$ cat config.mk
export PLATFORM = sky130hd
export DESIGN_NAME = sdma_engine
export DESIGN_NICKNAME = d
export VERILOG_FILES = /design/src/hw/sdma_pkg.sv /design/src/hw/sdma_block_counter.sv /design/src/hw/sdma_boundary_counter.sv /design/src/hw/sdma_burst_writer.sv /design/src/hw/sdma_control.sv /design/src/hw/sdma_engine.sv
export VERILOG_INCLUDE_DIRS = /design/src /design/src/include
export SDC_FILE = /design/constraint.sdc
export NUM_CORES = 1
export LEC_CHECK = 0
export ABC_CLOCK_PERIOD_IN_PS = 3100
export CAP_MARGIN = 20
export CELL_PAD_IN_SITES_DETAIL_PLACEMENT = 0
export CELL_PAD_IN_SITES_GLOBAL_PLACEMENT = 2
export CORE_MARGIN = 4
export CORE_UTILIZATION = 33
export CTS_CLUSTER_DIAMETER = 40
export DETAILED_ROUTE_END_ITERATION = 10
export DONT_BUFFER_PORTS = 1
export GPL_ROUTABILITY_DRIVEN = 0
export PLACE_DENSITY = 0.73
export SLEW_MARGIN = 5
export SYNTH_ARGS = -nofsm -noshare
export SYNTH_HDL_FRONTEND = slang
export SYNTH_HIERARCHICAL = 1
export SYNTH_SLANG_ARGS = --single-unit
$ cat constraint.sdc
create_clock -name clock -period 3.1 [get_ports clock]
set_input_delay 0.93 -clock clock [delete_from_list [all_inputs] [get_ports clock]]
set_output_delay 0.93 -clock clock [all_outputs]
set_load 0.02 [all_outputs]
$ cat src/include/sdma_consts.svh
`ifndef SDMA_CONSTS_SVH
`define SDMA_CONSTS_SVH

//////////////////////////////////////////////////
// Bus widths
//////////////////////////////////////////////////

// System byte address
`define SDMA_ADDR_W 32

// Wishbone data word
`define SDMA_DATA_W 32

// Block count and both block counters
`define SDMA_BLKCNT_W 16

// FIFO word count, enough for a few blocks of buffering
`define SDMA_FIFO_CNT_W 10

//////////////////////////////////////////////////
// Transfer geometry
//////////////////////////////////////////////////

// Words per burst, also the FIFO level needed to open one
`define SDMA_BURST_WORDS 16

// 512-byte block as bursts
`define SDMA_BURSTS_PER_BLOCK 8

// Blocks per 4 KB window (boundary code 0), code n shifts left by n
`define SDMA_BOUNDARY_BASE_BLOCKS 8

// Byte step per word
`define SDMA_ADDR_STEP 4

`endif

$ cat src/hw/sdma_pkg.sv
`default_nettype none

`include "sdma_consts.svh"

package sdma_pkg;

    //////////////////////////////////////////////////
    // Host side
    //////////////////////////////////////////////////

    // Transfer settings as programmed by the host
    typedef struct packed {
        logic [`SDMA_ADDR_W-1:0]   sys_addr;
        logic [2:0]                boundary_code;
        logic [`SDMA_BLKCNT_W-1:0] block_count;
        // New system address written, resumes after a boundary pause
        logic                      sys_addr_write;
    } sdma_cfg_t;

    // Interrupt status, same layout for the clear mask
    typedef struct packed {
        logic boundary;
        logic complete;
    } sdma_irq_t;

    //////////////////////////////////////////////////
    // Memory side
    //////////////////////////////////////////////////

    // Wishbone classic master request
    typedef struct packed {
        logic                        cyc;
        logic                        stb;
        logic                        we;
        logic [`SDMA_ADDR_W-1:0]     adr;
        logic [`SDMA_DATA_W-1:0]     dat;
        logic [(`SDMA_DATA_W/8)-1:0] sel;
    } wb_req_t;

endpackage

`default_nettype wire

$ cat src/hw/sdma_block_counter.sv
`timescale 1ns/1ps
`default_nettype none

`include "sdma_consts.svh"

module sdma_block_counter (
    input  wire                      clock,
    input  wire                      reset,
    input  wire [`SDMA_BLKCNT_W-1:0] block_count,
    input  wire                      block_done,
    input  wire                      count_clear,
    output logic                     last_block
);

    logic [`SDMA_BLKCNT_W-1:0] total_cnt;
    logic [`SDMA_BLKCNT_W-1:0] total_cnt_next;

    assign total_cnt_next = total_cnt + 1'b1;

    // Blocks of the whole transfer, across boundary pauses
    always_ff @(posedge clock) begin
        if (!reset) begin
            total_cnt  <= '0;
            last_block <= 1'b0;
        end else if (count_clear) begin
            total_cnt  <= '0;
            last_block <= 1'b0;
        end else if (block_done) begin
            total_cnt  <= total_cnt_next;
            last_block <= (total_cnt_next == block_count);
        end
    end

endmodule

`default_nettype wire

$ cat src/hw/sdma_boundary_counter.sv
`timescale 1ns/1ps
`default_nettype none

`include "sdma_consts.svh"

module sdma_boundary_counter (
    input  wire       clock,
    input  wire       reset,
    input  wire [2:0] boundary_code,
    input  wire       block_done,
    input  wire       window_clear,
    output logic      window_full
);

    logic [`SDMA_BLKCNT_W-1:0] window_size;
    logic [`SDMA_BLKCNT_W-1:0] blk_cnt;
    logic [`SDMA_BLKCNT_W-1:0] blk_cnt_next;

    // 4 KB window at code 0, doubling per code step up to 512 KB
    assign window_size = `SDMA_BLKCNT_W'(`SDMA_BOUNDARY_BASE_BLOCKS) << boundary_code;

    assign blk_cnt_next = blk_cnt + 1'b1;

    always_ff @(posedge clock) begin
        if (!reset) begin
            blk_cnt     <= '0;
            window_full <= 1'b0;
        end else if (window_clear) begin
            blk_cnt     <= '0;
            window_full <= 1'b0;
        end else if (block_done) begin
            blk_cnt     <= blk_cnt_next;
            // Flag follows the count of the block just finished
            window_full <= (blk_cnt_next == window_size);
        end
    end

endmodule

`default_nettype wire

$ cat src/hw/sdma_burst_writer.sv
`timescale 1ns/1ps
`default_nettype none

`include "sdma_consts.svh"

module sdma_burst_writer (
    input  wire                        clock,
    input  wire                        reset,
    input  wire                        block_go,
    input  wire                        load_addr,
    input  wire                        cancel,
    input  wire [`SDMA_ADDR_W-1:0]     start_addr,
    input  wire [`SDMA_FIFO_CNT_W-1:0] fifo_count,
    input  wire [`SDMA_DATA_W-1:0]     fifo_data,
    input  wire                        wb_ack,
    output sdma_pkg::wb_req_t          wb,
    output logic                       fifo_pop,
    output logic                       block_done
);

    localparam int WORD_CNT_W  = $clog2(`SDMA_BURST_WORDS);
    localparam int BURST_CNT_W = $clog2(`SDMA_BURSTS_PER_BLOCK);

    logic [`SDMA_ADDR_W-1:0] addr_q;
    logic [WORD_CNT_W-1:0]   word_cnt;
    logic [BURST_CNT_W-1:0]  burst_cnt;
    logic                    pending;
    logic                    cyc_q;
    logic                    block_done_q;

    logic                    word_taken;
    logic                    last_word;
    logic                    last_burst;
    logic                    burst_ready;

    // Word accepted by the slave in this cycle
    assign word_taken = cyc_q & wb_ack;

    assign last_word  = (word_cnt == WORD_CNT_W'(`SDMA_BURST_WORDS - 1));
    assign last_burst = (burst_cnt == BURST_CNT_W'(`SDMA_BURSTS_PER_BLOCK - 1));

    // Only open a burst when the whole burst is already buffered
    assign burst_ready = pending & ~cyc_q &
                         (fifo_count >= `SDMA_FIFO_CNT_W'(`SDMA_BURST_WORDS));

    //////////////////////////////////////////////////
    // Burst sequencing
    //////////////////////////////////////////////////

    always_ff @(posedge clock) begin
        if (!reset) begin
            cyc_q        <= 1'b0;
            pending      <= 1'b0;
            word_cnt     <= '0;
            burst_cnt    <= '0;
            block_done_q <= 1'b0;
        end else begin
            block_done_q <= 1'b0;
            if (cancel) begin
                cyc_q     <= 1'b0;
                pending   <= 1'b0;
                word_cnt  <= '0;
                burst_cnt <= '0;
            end else begin
                // New block from the controller
                if (block_go) begin
                    pending   <= 1'b1;
                    burst_cnt <= '0;
                end

                if (burst_ready) begin
                    cyc_q    <= 1'b1;
                    word_cnt <= '0;
                end else if (word_taken) begin
                    word_cnt <= word_cnt + 1'b1;
                    if (last_word) begin
                        // Bus idles at least one cycle between bursts
                        cyc_q    <= 1'b0;
                        word_cnt <= '0;
                        if (last_burst) begin
                            burst_cnt    <= '0;
                            pending      <= 1'b0;
                            block_done_q <= 1'b1;
                        end else begin
                            burst_cnt <= burst_cnt + 1'b1;
                        end
                    end
                end
            end
        end
    end

    // Running word address
    always_ff @(posedge clock) begin
        if (load_addr) begin
            addr_q <= start_addr;
        end else if (word_taken) begin
            addr_q <= addr_q + `SDMA_ADDR_W'(`SDMA_ADDR_STEP);
        end
    end

    //////////////////////////////////////////////////
    // Wishbone request
    //////////////////////////////////////////////////

    // Data comes straight from the FIFO head, it holds until the pop
    always_comb begin
        wb.cyc = cyc_q;
        wb.stb = cyc_q;
        wb.we  = 1'b1;
        wb.adr = addr_q;
        wb.dat = fifo_data;
        wb.sel = '1;
    end

    assign fifo_pop   = word_taken;
    assign block_done = block_done_q;

endmodule

`default_nettype wire

$ cat src/hw/sdma_control.sv
`timescale 1ns/1ps
`default_nettype none

module sdma_control (
    input  wire                 clock,
    input  wire                 reset,
    input  sdma_pkg::sdma_cfg_t cfg,
    input  wire                 start,
    input  wire                 abort,
    input  sdma_pkg::sdma_irq_t irq_clear,
    input  wire                 block_done,
    input  wire                 window_full,
    input  wire                 last_block,
    output logic                block_go,
    output logic                load_addr,
    output logic                window_clear,
    output logic                count_clear,
    output logic                cancel,
    output sdma_pkg::sdma_irq_t irq,
    output logic                active
);

    import sdma_pkg::*;

    typedef enum logic [1:0] {
        ST_IDLE,
        ST_MOVING,
        ST_CHECKING,
        ST_WAIT_ADDR
    } state_t;

    state_t    state;
    logic      block_go_q;
    logic      start_ok;
    logic      resume;
    sdma_irq_t irq_set;

    //////////////////////////////////////////////////
    // Host strobes
    //////////////////////////////////////////////////

    // Start only from idle, and never with nothing to move
    assign start_ok = start & ~abort & (state == ST_IDLE) & (cfg.block_count != '0);

    // New address after a boundary pause
    assign resume = (state == ST_WAIT_ADDR) & cfg.sys_addr_write & ~abort;

    // Address loads on the same edge, so it is ready one cycle after start
    assign load_addr    = start_ok | resume;
    assign window_clear = start_ok | resume;
    assign count_clear  = start_ok;
    assign cancel       = abort;

    // Completion wins over the boundary pause
    always_comb begin
        irq_set          = '0;
        irq_set.complete = (state == ST_CHECKING) & ~abort & last_block;
        irq_set.boundary = (state == ST_CHECKING) & ~abort & ~last_block & window_full;
    end

    //////////////////////////////////////////////////
    // Transfer FSM
    //////////////////////////////////////////////////

    always_ff @(posedge clock) begin
        if (!reset) begin
            state      <= ST_IDLE;
            block_go_q <= 1'b0;
        end else begin
            block_go_q <= 1'b0;
            if (abort) begin
                state <= ST_IDLE;
            end else begin
                case (state)
                    ST_IDLE: begin
                        if (start_ok) begin
                            state      <= ST_MOVING;
                            block_go_q <= 1'b1;
                        end
                    end
                    ST_MOVING: begin
                        if (block_done) begin
                            state <= ST_CHECKING;
                        end
                    end
                    ST_CHECKING: begin
                        // Both counters settled on the block_done edge
                        if (last_block) begin
                            state <= ST_IDLE;
                        end else if (window_full) begin
                            state <= ST_WAIT_ADDR;
                        end else begin
                            state      <= ST_MOVING;
                            block_go_q <= 1'b1;
                        end
                    end
                    ST_WAIT_ADDR: begin
                        if (resume) begin
                            state      <= ST_MOVING;
                            block_go_q <= 1'b1;
                        end
                    end
                    default: begin
                        state <= ST_IDLE;
                    end
                endcase
            end
        end
    end

    // Sticky interrupt bits, a set beats a clear in the same cycle
    always_ff @(posedge clock) begin
        if (!reset) begin
            irq <= '0;
        end else begin
            irq.boundary <= irq_set.boundary | (irq.boundary & ~irq_clear.boundary);
            irq.complete <= irq_set.complete | (irq.complete & ~irq_clear.complete);
        end
    end

    assign block_go = block_go_q;
    assign active   = (state != ST_IDLE);

endmodule

`default_nettype wire

$ cat src/hw/sdma_engine.sv
`timescale 1ns/1ps
`default_nettype none

`include "sdma_consts.svh"

module sdma_engine (
    input  wire                        clock,
    input  wire                        reset,
    // Host side
    input  sdma_pkg::sdma_cfg_t        cfg,
    input  wire                        start,
    input  wire                        abort,
    input  sdma_pkg::sdma_irq_t        irq_clear,
    output sdma_pkg::sdma_irq_t        irq,
    output logic                       active,
    // Receive FIFO
    input  wire [`SDMA_FIFO_CNT_W-1:0] fifo_count,
    input  wire [`SDMA_DATA_W-1:0]     fifo_data,
    output logic                       fifo_pop,
    // Wishbone master
    output sdma_pkg::wb_req_t          wb,
    input  wire                        wb_ack
);

    logic block_go;
    logic load_addr;
    logic window_clear;
    logic count_clear;
    logic cancel;
    logic block_done;
    logic window_full;
    logic last_block;

    //////////////////////////////////////////////////
    // Control and data path
    //////////////////////////////////////////////////

    sdma_control control_i (
        .clock        (clock),
        .reset        (reset),
        .cfg          (cfg),
        .start        (start),
        .abort        (abort),
        .irq_clear    (irq_clear),
        .block_done   (block_done),
        .window_full  (window_full),
        .last_block   (last_block),
        .block_go     (block_go),
        .load_addr    (load_addr),
        .window_clear (window_clear),
        .count_clear  (count_clear),
        .cancel       (cancel),
        .irq          (irq),
        .active       (active)
    );

    sdma_burst_writer burst_writer_i (
        .clock      (clock),
        .reset      (reset),
        .block_go   (block_go),
        .load_addr  (load_addr),
        .cancel     (cancel),
        .start_addr (cfg.sys_addr),
        .fifo_count (fifo_count),
        .fifo_data  (fifo_data),
        .wb_ack     (wb_ack),
        .wb         (wb),
        .fifo_pop   (fifo_pop),
        .block_done (block_done)
    );

    // Both counters see the same block_done edge
    sdma_boundary_counter boundary_counter_i (
        .clock         (clock),
        .reset         (reset),
        .boundary_code (cfg.boundary_code),
        .block_done    (block_done),
        .window_clear  (window_clear),
        .window_full   (window_full)
    );

    sdma_block_counter block_counter_i (
        .clock       (clock),
        .reset       (reset),
        .block_count (cfg.block_count),
        .block_done  (block_done),
        .count_clear (count_clear),
        .last_block  (last_block)
    );

endmodule

`default_nettype wire

======== Word-level counts from Yosys, hierarchy flattened ========
Index checks and enable logic that the tools add are counted.
word-level totals
  bits in registers ....................... 81
  input bits .............................. 101
  output and inout port bits .............. 75
  word-level logic and storage cells ...... 97
cells by class
  add/sub/neg operators ................... 5
  magnitude comparators ................... 1
  equal/unequal tests ..................... 10
  shifts and indexed selects .............. 1
  multiplexer cells ....................... 28
  bitwise operators ....................... 25
  reduce and logical (&&, ||, !) cells .... 13
operators by type and width
  operator                                                            number
  two-way mux 32 bit                                                  2
  adder 16 x 1 -> 16 bit, second input constant                       2
  adder 32 x 3 -> 32 bit, second input constant                       1
  == test 16 bit                                                      2
  nonzero test 16 bit                                                 1
  << shifter 4 x 3 -> 16 bit, first input constant                    1
  two-way mux 3 bit                                                   5
  bitwise AND 1 bit                                                   14
  two-way mux 1 bit                                                   13
  greater-or-equal comparator 10 x 5 -> 1 bit, second input constant  1
  two-way mux 2 bit                                                   5
  NOT 1 bit                                                           8
  one-hot mux 2 bit (4 select lines)                                  1
  nonzero test 2 bit                                                  4
  inequality test 2 x 1 -> 1 bit, second input constant               3
  OR reduction 2 bit                                                  3
  OR reduction 5 bit                                                  1
  adder 4 x 1 -> 4 bit, second input constant                         1
  == test 2 bit, second input constant                                2
  == test 4 bit, second input constant                                1
  two-way mux 4 bit                                                   1
  adder 3 x 1 -> 3 bit, second input constant                         1
  == test 3 bit, second input constant                                1
  OR 1 bit                                                            3
  6 further kinds                                                     6

======== Logic depth before layout (Yosys ltp) ========
Gate-level depths: netlist (run 1).
  word-level depth ........................ 6
  mapped depth ............................ 11
  depth with buffers taken out ............ 9

======== Hierarchy ========
The synthesis (run 1) kept the hierarchy.
modules (own cells, without submodules)
  module                 times used  cells an instance  area each (um^2)  seq. area each (um^2)
  sdma_burst_writer      1           287                2662.6            1161.1
  sdma_block_counter     1           163                1282.5            340.3
  sdma_boundary_counter  1           150                1226.2            340.3
  sdma_control           1           49                 434.2             100.1

======== Worst setup path after synthesis (run 1) ========
OpenSTA, ideal clock, no wires.
  path kind ............................... input to register
  start point ............................. in cfg[11] (netlist name)
  end point ............................... reg burst_writer_i.addr_q[10], enable pin
  setup time .............................. 465 ps
  arrival ................................. 2717 ps
  data required time ...................... 2635 ps
  path slack .............................. -82 ps
  cell stages on the path ................. 7
  buffers on the path ..................... 1
  cell sequence ........................... nor4_2 and4_1 nor3_1 or2_1 clkinv_1 clkbuf_1 nand2_1
on the way
  word-level cells in the longest chain between the ends .. 4
ends and longest elaborated chain
  element                       line                     source
  start, declared               sdma_engine.sv:10        input sdma_pkg::sdma_cfg_t cfg,
  nonzero test 16 bit           sdma_control.sv:43       assign start_ok = start & ~abort & (state == ST_IDLE) & (cfg.block_count != '0);
  bitwise AND 1 bit             sdma_control.sv:43
  named net count_clear         sdma_engine.sv:28        logic count_clear;
  OR 1 bit                      sdma_control.sv:49       assign load_addr = start_ok | resume;
  named net load_addr           sdma_engine.sv:26        logic load_addr;
  nonzero test 2 bit (no line)  --
  end signal, assigned          sdma_burst_writer.sv:96  addr_q <= start_addr;
  end signal, assigned          sdma_burst_writer.sv:98  addr_q <= addr_q + `SDMA_ADDR_W'(`SDMA_ADDR_STEP);
  end, declared                 sdma_burst_writer.sv:24  logic [`SDMA_ADDR_W-1:0] addr_q;
The timed path passes the listed nets, and every way through them passes these cells.
A chain may end at the register's enable or synchronous reset.

======== Worst setup path after layout (run 1) ========
  start point ............................. in cfg[2] (netlist name)
  end point ............................... reg burst_writer_i.addr_q[19], data pin
on the way
  word-level cells in the longest chain between the ends .. 4
ends and longest elaborated chain
  element                line                     source
  nonzero test 16 bit    sdma_control.sv:43
  bitwise AND 1 bit      sdma_control.sv:43
  named net count_clear  sdma_engine.sv:28
  OR 1 bit               sdma_control.sv:49
  named net load_addr    sdma_engine.sv:26
  two-way mux 32 bit     sdma_burst_writer.sv:95  if (load_addr) begin
The timed path passes the listed nets, and every way through them passes these cells.

==> impl_metrics.json, run 1 <==
{
  "rsz0062_at_grt": "false",
  "yosysTopAreaCell": "dfxtp_1",
  "grt_max_degree": 40,
  "synth-simple-area-share": 0.2848,
  "initial_utilization": 0.3368,
  "wl_per_cell_um": 16.89,
  "pwr-share-comb": 0.064,
  "hold_path_depth": 2,
  "grt-ovfl-total": 0,
  "drv_slew": 0,
  "grt_first_pass_wirelength_um": 22310,
  "antenna_found_initial": 0,
  "rows": 47,
  "final_nets": 713,
  "r2r_slack_ns": 0.59,
  "endpoint_kind": "flop",
  "maxCapViolations": 0,
  "finalCritPeriodShare": 0.8209,
  "ys_seq_elements": 81,
  "root_buffer": "clkbuf_16",
  "dr.pass1.iters": 4,
  "port_buffers": 0,
  "grt_pass1_vias": 4136,
  "hold_viol": 0,
  "numCtsBuffers": 9,
  "synth.area.top_cells": "dfxtp_1, edfxtp_1, buf_4, xnor2_1, xor2_1",
  "slew-limit-headroom": 0.5592,
  "die_width_um": 138.3,
  "cts_tree": "done",
  "min_path_type": "flop to flop",
  "p_leak_uw": 0.001847,
  "r2r-end": "burst_writer_i/addr_q[14]",
  "clk_latency_ns": 0.35,
  "ios": 176,
  "p_int_uw": 1968,
  "core-area_mm2": 0.01664,
  "path_class": "input pin to flop",
  "clockPowerShare": 0.470,
  "muxShareOfSynthArea": 0.02321,
  "cts_resized": 0,
  "clock-sinks": 81,
  "worst_slew_pin_slew_ns": 0.6552,
  "setup_viol": 0,
  "netlist.area_leader.share": 0.1750,
  "setup_tns_ns": 0,
  "power_frac_seq": 0.466,
  "cp.arrival_ns": 2.76,
  "synth_edf_count": 32,
  "post-cts-setup-buffers": 0,
  "die-height_um": 138.3,
  "ctsHtreeMaxLevel": 3,
  "fmax_mhz": 393.0,
  "holdCritStartpoint": "burst_writer_i/word_cnt[3]",
  "area_growth_pct": 3.951,
  "powerDensity_mw_per_mm2": 445.4,
  "yosysUniqueCellTypes": 72,
  "grt_usage": 0.1410,
  "synth_compound_area_frac": 0.1152,
  "clk_pin_slew_ns": 0.06,
  "fill_cells": 1712,
  "vias": 4471,
  "drt_iter0_drc": 238,
  "postRouteAntennaNets": 0,
  "drive_gt1_frac": 0.08264,
  "min_period_ns": 2.545,
  "yosys.area_share.adder": 0.02679,
  "holdPathEnd": "burst_writer_i/word_cnt[3]",
  "crit_fanout": 39,
  "yosysWarnings": 6,
  "wl_um": 13930,
  "synth_top_family_by_area": "simple AND/OR/NAND/NOR gates",
  "final_area_mm2": 0.005827,
  "worstPathRequired_ns": 3.32,
  "start_kind": "input pin",
  "ys_async_sr_fraction": 0,
  "synth_area_mm2": 0.005605,
  "r2r_start": "control_i/state[1]",
  "swShare": 0.2418,
  "syn_area_per_cell_um2": 8.637,
  "viasPerCell": 5.419,
  "cts_hold_buffers": 0,
  "synth-xor-area-share": 0.1047,
  "placed_area_mm2": 0.005495,
  "rr_worst_depth": 8,
  "drc": 0,
  "switchingPower_uw": 627.4,
  "post-dp-hpwl_um": 10480,
  "skew_ns": 0.004921,
  "num_antenna_cells": 0,
  "irDropWorstVdd_uv": 289.9,
  "design.die.area_mm2": 0.01914,
  "yosys_most_used_dff": "dfxtp_1",
  "ys_seq_area_frac": 0.3464,
  "clockBufferDepth": 2,
  "synth_cells": 649,
  "status": "finished clean",
  "final_cell_mix": "nor2_1, nand2_1, dfxtp_1, xnor2_1, xor2_1"
}
==> state kept, by name, summed over array words and instances, names as in the netlist, 2 cells and up <==
name / flops
block_counter_i/total_cnt: 16
control_i/state: 2
burst_writer_i/addr_q: 32
burst_writer_i/word_cnt: 4
burst_writer_i/burst_cnt: 3
boundary_counter_i/blk_cnt: 16
control_i/irq: 2
==> worst max-delay path, cell delays in order <==
cell	delay, ns
nor4_2	0.40
and4_1	0.25
nor3_1	0.07
or2_1	0.30
buf_4	0.27
nor4_1	0.30
mux2i_1	0.11
nand3_1	0.10
==> Yosys cell counts (3+ instances only) <==
cell type / instances
and2_1: 7
nand4_1: 25
a21oi_1: 16
o22ai_1: 4
dfxtp_1: 49
and3_1: 6
ha_1: 12
or4_1: 14
or3_1: 6
buf_2: 12
xnor2_1: 34
nor4_2: 6
nand2_1: 58
and4_1: 9
nor3_1: 9
buf_4: 42
clkbuf_1: 14
mux2i_1: 7
nor4_1: 8
nor2b_1: 5
edfxtp_1: 32
buf_6: 3
nand2b_1: 11
o21ai_1: 3
nor2_1: 57
nand3_1: 28
nor3b_1: 5
inv_1: 19
xor2_1: 33
a211oi_1: 3
o21ai_0: 31
mux2_2: 3
o31ai_1: 11
a31oi_1: 13
nand3b_1: 11
==> logic make-up after synthesis <==
kind of cell             after synthesis
flip-flops                            81
AND/OR/NAND/NOR                      282
AO/OA/AOI/OAI                        100
XOR/XNOR                              67
other                                  1
multiplexers                          12
buffers and inverters                 94
adder cells (fa/ha/maj)               12
==> cell type report <==
class,instances,area [um2],share of cell area
clock buffer,12,257.7,0.04423
clock inverter,4,73.82,0.01267
inverter,21,80.08,0.01374
multi-input combinational,478,3131,0.5373
sequential,81,1942,0.3333
tap,220,275.3,0.04724
timing repair buffer,9,67.56,0.01160
==> power groups by stage <==
| stage | sequential (uW) | combinational (uW) | clock, uW |
|---|---|---|---|
| CTS | 1210 | 170 | 1240 |
| detailed placement | 1230 | 169 | 0 |
| global route | 1210 | 190 | 1280 |
| global placement | 1230 | 166 | 0 |
| floorplan | 1220 | 202 | 0 |
| finish | 1210 | 167 | 1220 |
==> routing by layer <==
metal / vias up / track usage / part of all wire
li1: 2196 / - / -
met1: 2133 / 0.1782 / 0.45
met2: 121 / 0.2266 / 0.46
met3: 21 / 0.04662 / 0.073
met4: 0 / 0.04888 / 0.017
met5: - / 0 / 0
==> worst max path at each step <==
stage                          from                         to  slack [ns]
2_1_floorplan               cfg[11]  burst_writer_i/addr_q[10]        0.21
3_3_place_gp                cfg[14]  burst_writer_i/addr_q[13]        0.25
3_5_place_dp                cfg[14]   burst_writer_i/addr_q[9]        0.23
4_1_cts        burst_writer_i/cyc_q                   fifo_pop        0.55
5_1_grt                      cfg[2]  burst_writer_i/addr_q[19]        0.37
6_report                     cfg[2]  burst_writer_i/addr_q[19]        0.56
==> through the flow <==
stage | power, uW | hold WS (ns) | instances | worst slack, ns | utilization
after CTS | 2621 | 0.4957 | 825 | 0.5525 | 0.3501
after detailed placement | 1402 | 0.4859 | 809 | 0.2283 | 0.3302
after global placement | 1398 | 0.4710 | 809 | 0.2539 | 0.3302
after floorplan | 1421 | 0.4584 | 653 | 0.2074 | -
final | 2595 | 0.4878 | 825 | 0.5553 | 0.3501
after global routing | 2686 | 0.5179 | 825 | 0.3740 | 0.3501
Power figures use the tool's default switching activity.
==> run 2: changes to the inputs <==
--- a/config.mk
+++ b/config.mk
@@ -6,17 +6,18 @@
 export SDC_FILE = /design/constraint.sdc
 export NUM_CORES = 1
 export LEC_CHECK = 0
-export ABC_CLOCK_PERIOD_IN_PS = 3100
+export ABC_AREA = 1
+export ABC_CLOCK_PERIOD_IN_PS = 2490
 export CAP_MARGIN = 20
 export CELL_PAD_IN_SITES_DETAIL_PLACEMENT = 0
 export CELL_PAD_IN_SITES_GLOBAL_PLACEMENT = 2
 export CORE_MARGIN = 4
-export CORE_UTILIZATION = 33
+export CORE_UTILIZATION = 34
 export CTS_CLUSTER_DIAMETER = 40
 export DETAILED_ROUTE_END_ITERATION = 10
 export DONT_BUFFER_PORTS = 1
 export GPL_ROUTABILITY_DRIVEN = 0
-export PLACE_DENSITY = 0.73
+export PLACE_DENSITY = 0.78
 export SLEW_MARGIN = 5
 export SYNTH_ARGS = -nofsm -noshare
 export SYNTH_HDL_FRONTEND = slang
==> constraint.sdc (replaced) <==
create_clock -name clock -period 2.49 [get_ports clock]
set_input_delay 0.747 -clock clock [delete_from_list [all_inputs] [get_ports clock]]
set_output_delay 0.747 -clock clock [all_outputs]
set_load 0.02 [all_outputs]
==> run 2 against run 1 <==
  * Cell count up 38%
  * Die area up 4.8%
  * Highest routed layer unchanged
  * Worst setup slack worse by 0.12 ns
==> impl_metrics.json, run 2 <==
{
  "status": "finished clean",
  "cts_hold_buffers": 0,
  "yosysWarnings": 6,
  "die-height_um": 141.6,
  "clockBufferDepth": 2,
  "grt_max_degree": 34,
  "fin_cells": 1140,
  "root_buffer": "clkbuf_16",
  "die_width_um": 141.6,
  "synth_cells": 936,
  "reg_top3": "burst_writer_i/addr_q (32), block_counter_i/total_cnt (16), boundary_counter_i/blk_cnt (16)",
  "grt_usage": 0.1664,
  "path_class": "flop to output pin",
  "clk_latency_ns": 0.36,
  "final_cell_mix": "nand2_1, inv_1, nor2_1, nand3_1, dfxtp_1",
  "r2r_slack_ns": 0.52,
  "wl_um": 16590,
  "post-cts-setup-buffers": 0,
  "crit_fanout": 5,
  "synth_area_mm2": 0.006070,
  "ys_async_sr_fraction": 0,
  "setup_viol": 0,
  "min_period_ns": 2.056,
  "grt_pass1_vias": 5064,
  "yosysMostFrequentCell": "nand2_1",
  "post-dp-hpwl_um": 13150,
  "drive_gt1_frac": 0.08634,
  "netlist_top_cells_count": "nand2_1, inv_1, nor2_1",
  "rsz0062_at_grt": "false",
  "drv_slew": 0,
  "cts_resized": 0,
  "antenna_found_initial": 0,
  "worstPathRequired_ns": 1.74,
  "dr.pass1.iters": 4,
  "rows": 48,
  "hold_slack_ns": 0.4777,
  "clock-sinks": 81,
  "p_leak_uw": 0.002828,
  "num_antenna_cells": 0,
  "skew_ns": 0.01303,
  "ios": 176,
  "final_common_cell": "nand2_1",
  "irDropWorstVdd_uv": 321.4,
  "netlist.area_leader.share": 0.1868,
  "max_flop_register": "burst_writer_i/addr_q",
  "synth.area.top_cells": "nand2_1, dfxtp_1, edfxtp_1, inv_1, nand3_1",
  "finalCritPeriodShare": 0.8257,
  "ctsHtreeMaxLevel": 3,
  "area_growth_pct": 5.937,
  "synth_edf_count": 32,
  "fin_total_pwr_uw": 3332,
  "fill_cells": 1941,
  "hold_viol": 0,
  "postRouteAntennaNets": 0,
  "endpoint_kind": "output pin",
  "ys_seq_area_frac": 0.3199,
  "cp.arrival_ns": 1.31,
  "start_kind": "flop",
  "min_path_type": "flop to flop",
  "numCtsBuffers": 9,
  "largest_reg_flops": 32,
  "vias": 5397,
  "wl_per_cell_um": 14.55,
  "drc": 0,
  "yosysTopAreaCell": "nand2_1",
  "grt_first_pass_wirelength_um": 26440,
  "drt_iter0_drc": 265,
  "powerDensity_mw_per_mm2": 518.3,
  "initial_utilization": 0.3485,
  "yosysUniqueCellTypes": 40,
  "clk_pin_slew_ns": 0.06,
  "place_inst": 1124,
  "setup_tns_ns": 0,
  "maxCapViolations": 0,
  "fmax_mhz": 486.4,
  "cts_tree": "done",
  "yosys_most_used_dff": "dfxtp_1",
  "design.die.area_mm2": 0.02005,
  "final_nets": 1023,
  "port_buffers": 0,
  "core-area_mm2": 0.01742,
  "ys_seq_elements": 81,
  "grt-ovfl-total": 0,
  "syn_area_per_cell_um2": 6.485,
  "viasPerCell": 4.734
}
## run 2: cell count changes in the layout (fill, tap and decap cells not counted), moves of 13 or more
cell / change
nor2_1: +46
a21oi_1: +13
nor2_2: +14
nand2_1: +243
nand2_2: +13
xor2_1: -19
or4_1: -14
inv_1: +99
nand4_1: -15
xnor2_1: -32
nand3_1: +57
## run 2: cell families after synthesis
kind of cell	Yosys count	share of synthesized area
compound gates	88	0.08369
simple gates	559	0.4053
fa+ha+maj	12	0.02474
buf+inv	177	0.1352
other cells	1	0.0006178
xor+xnor	18	0.03051
flops	81	0.3199
## run 2: path summary, 6_finish.rpt
check                         startpoint                     endpoint  cells past startpoint
max                 burst_writer_i/cyc_q                     fifo_pop                      3
min          burst_writer_i/burst_cnt[1]  burst_writer_i/burst_cnt[1]                      2
max reg2reg     burst_writer_i/addr_q[3]    burst_writer_i/addr_q[28]                     10
min reg2reg  burst_writer_i/burst_cnt[1]  burst_writer_i/burst_cnt[1]                      2
## run 2: layout make-up
type                            count  area (um2)  share of cell area
Timing Repair Buffer               13       97.59             0.01518
Inverter                          123       461.7             0.07180
Clock inverter                      7       95.09             0.01479
Tap cell                          225       281.5             0.04378
Multi-Input combinational cell    682        3327              0.5174
Sequential cell                    81        1942              0.3020
Clock buffer                        9       225.2             0.03503
## run 2: where the power goes
part	total (uW)	switching, uW	internal (uW)
Clock	1480	604	880
Sequential	1540	101	1440
Combinational	309	206	103
## run 2: metal layers
metal  track usage  vias up  share of wire
met4       0.04949        0          0.012
met5             0        -              0
met1        0.2150     2398           0.46
li1              -     2880              -
met3       0.03606       14          0.060
met2        0.2791      105           0.47
## run 2: worst max-delay path, cell delays in order, from the launching register on
cell,delay (ns)
dfxtp_1,0.30
buf_4,0.18
nand2_1,0.18
inv_1,0.29
## run 2: per-stage QoR
step                instance area (um2)  utilization  setup slack [ns]
floorplan                          6087            -            0.1431
global placement                   6110       0.3508            0.2085
detailed placement                 6110       0.3508            0.1845
CTS                                6430       0.3692            0.3796
global route                       6430       0.3692            0.2286
finish                             6430       0.3692            0.4341
==> run 3: changes to the inputs <==
--- a/config.mk
+++ b/config.mk
@@ -7,7 +7,7 @@
 export NUM_CORES = 1
 export LEC_CHECK = 0
 export ABC_AREA = 1
-export ABC_CLOCK_PERIOD_IN_PS = 2490
+export ABC_CLOCK_PERIOD_IN_PS = 2000
 export CAP_MARGIN = 20
 export CELL_PAD_IN_SITES_DETAIL_PLACEMENT = 0
 export CELL_PAD_IN_SITES_GLOBAL_PLACEMENT = 2
==> constraint.sdc (replaced) <==
create_clock -name clock -period 2 [get_ports clock]
set_input_delay 0.6 -clock clock [delete_from_list [all_inputs] [get_ports clock]]
set_output_delay 0.6 -clock clock [all_outputs]
set_load 0.02 [all_outputs]
==> run 3 against run 2 <==
  * Cell count grew 3.0%
  * Non-clock buffer count grew 33
  * Largest cell class unchanged
  * Die area is the same
  * Sequential power grew 21%
  * Count of clock-buffer cells in the layout grew 3
==> impl_metrics.json, run 3 (synthesis gave the netlist of run 2 again) <==
{
  "cts_resized": 0,
  "path_common_cell": "nand2_1",
  "wl_um": 16900,
  "path_delay_family": "simple AND/OR/NAND/NOR gates",
  "cp_cell_sequence": "ha_1 > nand2_1 > nor2_4 > nand3_1 > nand2_1 > nand2_1 > nand2_1 > nand2_1 > nor2_1 > nand2_1 > nor2_1 > nand2_1 > a21oi_2",
  "ios": 176,
  "postRouteAntennaNets": 0,
  "min_path_type": "input pin to flop",
  "fin_cells": 1174,
  "viasPerCell": 4.684,
  "final_cell_mix": "nand2_1, inv_1, nor2_1, nand3_1, dfxtp_1",
  "min_period_ns": 1.827,
  "wl_per_cell_um": 14.39,
  "root_buffer": "clkbuf_16",
  "endpoint_kind": "flop",
  "grt_first_pass_wirelength_um": 26970,
  "max_flop_register": "burst_writer_i/addr_q",
  "grt_usage": 0.1698,
  "p_leak_uw": 0.002988,
  "clock-sinks": 81,
  "worstPathRequired_ns": 2.28,
  "final_nets": 1056,
  "area_growth_pct": 10.51,
  "dr.pass1.iters": 6,
  "drt_iter0_drc": 236,
  "cts_tree": "done",
  "initial_utilization": 0.3485,
  "post-dp-hpwl_um": 13540,
  "maxCapViolations": 0,
  "cp.arrival_ns": 2.10,
  "drive_gt1_frac": 0.1192,
  "hold_viol": 0,
  "port_buffers": 0,
  "post-cts-setup-buffers": 0,
  "final_common_cell": "nand2_1",
  "fmax_mhz": 547.4,
  "rsz0062_at_grt": "true",
  "setup_viol": 0,
  "place_inst": 1157,
  "die-height_um": 141.6,
  "drc": 0,
  "core-area_mm2": 0.01742,
  "ctsHtreeMaxLevel": 3,
  "die_width_um": 141.6,
  "reg_top3": "burst_writer_i/addr_q (32), block_counter_i/total_cnt (16), boundary_counter_i/blk_cnt (16)",
  "irDropWorstVdd_uv": 462.1,
  "path_class": "flop to flop",
  "utilization": 0.3851,
  "largest_reg_flops": 32,
  "antenna_found_initial": 0,
  "finalCritPeriodShare": 0.9134,
  "cp_slowest_cell": "dfxtp_1",
  "rows": 48,
  "status": "finished clean",
  "max_stage_delay_ns": 0.38,
  "design.die.area_mm2": 0.02005,
  "numCtsBuffers": 9,
  "drv_slew": 0,
  "grt_max_degree": 34,
  "clockBufferDepth": 2,
  "crit_fanout": 7,
  "grt_pass1_vias": 5176,
  "powerDensity_mw_per_mm2": 621.5,
  "path_buf_inv": 0,
  "grt-ovfl-total": 0,
  "setup_tns_ns": 0,
  "start_kind": "flop",
  "cts_hold_buffers": 0,
  "skew_ns": 0.01063,
  "clk_latency_ns": 0.35,
  "clk_pin_slew_ns": 0.06,
  "vias": 5499
}
run 3: cell count changes in the layout (fill, tap and decap cells not counted), moves of 2 or more:
cell      change
buf_12        +2
buf_4        +31
clkbuf_1      +3
clkinv_4      -3
nor2_1        -2
run 3: power breakdown:
group          internal [uW]  switching (uW)
Sequential              1790            64.5
Clock                   1090             706
Combinational            185             332
run 3: path summary, 6_finish.rpt:
path,depth (start not counted),endpoint,from,slack [ns]
worst max-delay path,13,block_counter_i/last_block,block_counter_i/total_cnt[1],0.17
worst min-delay path,1,control_i/irq[0],irq_clear[0],0.36
worst max register to register,13,block_counter_i/last_block,block_counter_i/total_cnt[1],0.17
worst min register to register,2,burst_writer_i/burst_cnt[1],burst_writer_i/burst_cnt[1],0.48
run 3: per-layer routing:
layer / track usage / share of wire / routed length (um) / vias to the layer above
met3: 0.04348 / 0.062 / 1055 / 15
met2: 0.2796 / 0.46 / 7772 / 111
met4: 0.04545 / 0.011 / 183 / 0
li1: - / - / - / 2957
met1: 0.2218 / 0.47 / 7884 / 2416
met5: 0 / 0 / 0 / -
run 3: cell type report:
cell class / instances / area [um2]
Clock buffer: 12 / 236.5
Sequential cell: 81 / 1942
Antenna cell: 1 / 2.502
Multi-Input combinational cell: 682 / 3344
Inverter: 123 / 461.7
Tap cell: 225 / 281.5
Clock inverter: 4 / 68.82
Fill cell: 1952 / 10710
Timing Repair Buffer: 46 / 370.4
run 3: through the flow:
stage          hold slack, ns  setup slack [ns]  instance area (um2)  total power (uW)
3_5_place_dp           0.4687           0.02244                 6390              2416
5_1_grt                0.3380          -0.03702                 6705              4367
3_3_place_gp           0.4584           0.02402                 6390              2414
6_report               0.3561            0.1733                 6708              4169
4_1_cts                0.3396           0.07543                 6695              4236
2_1_floorplan          0.4428           0.06992                 6096              2326
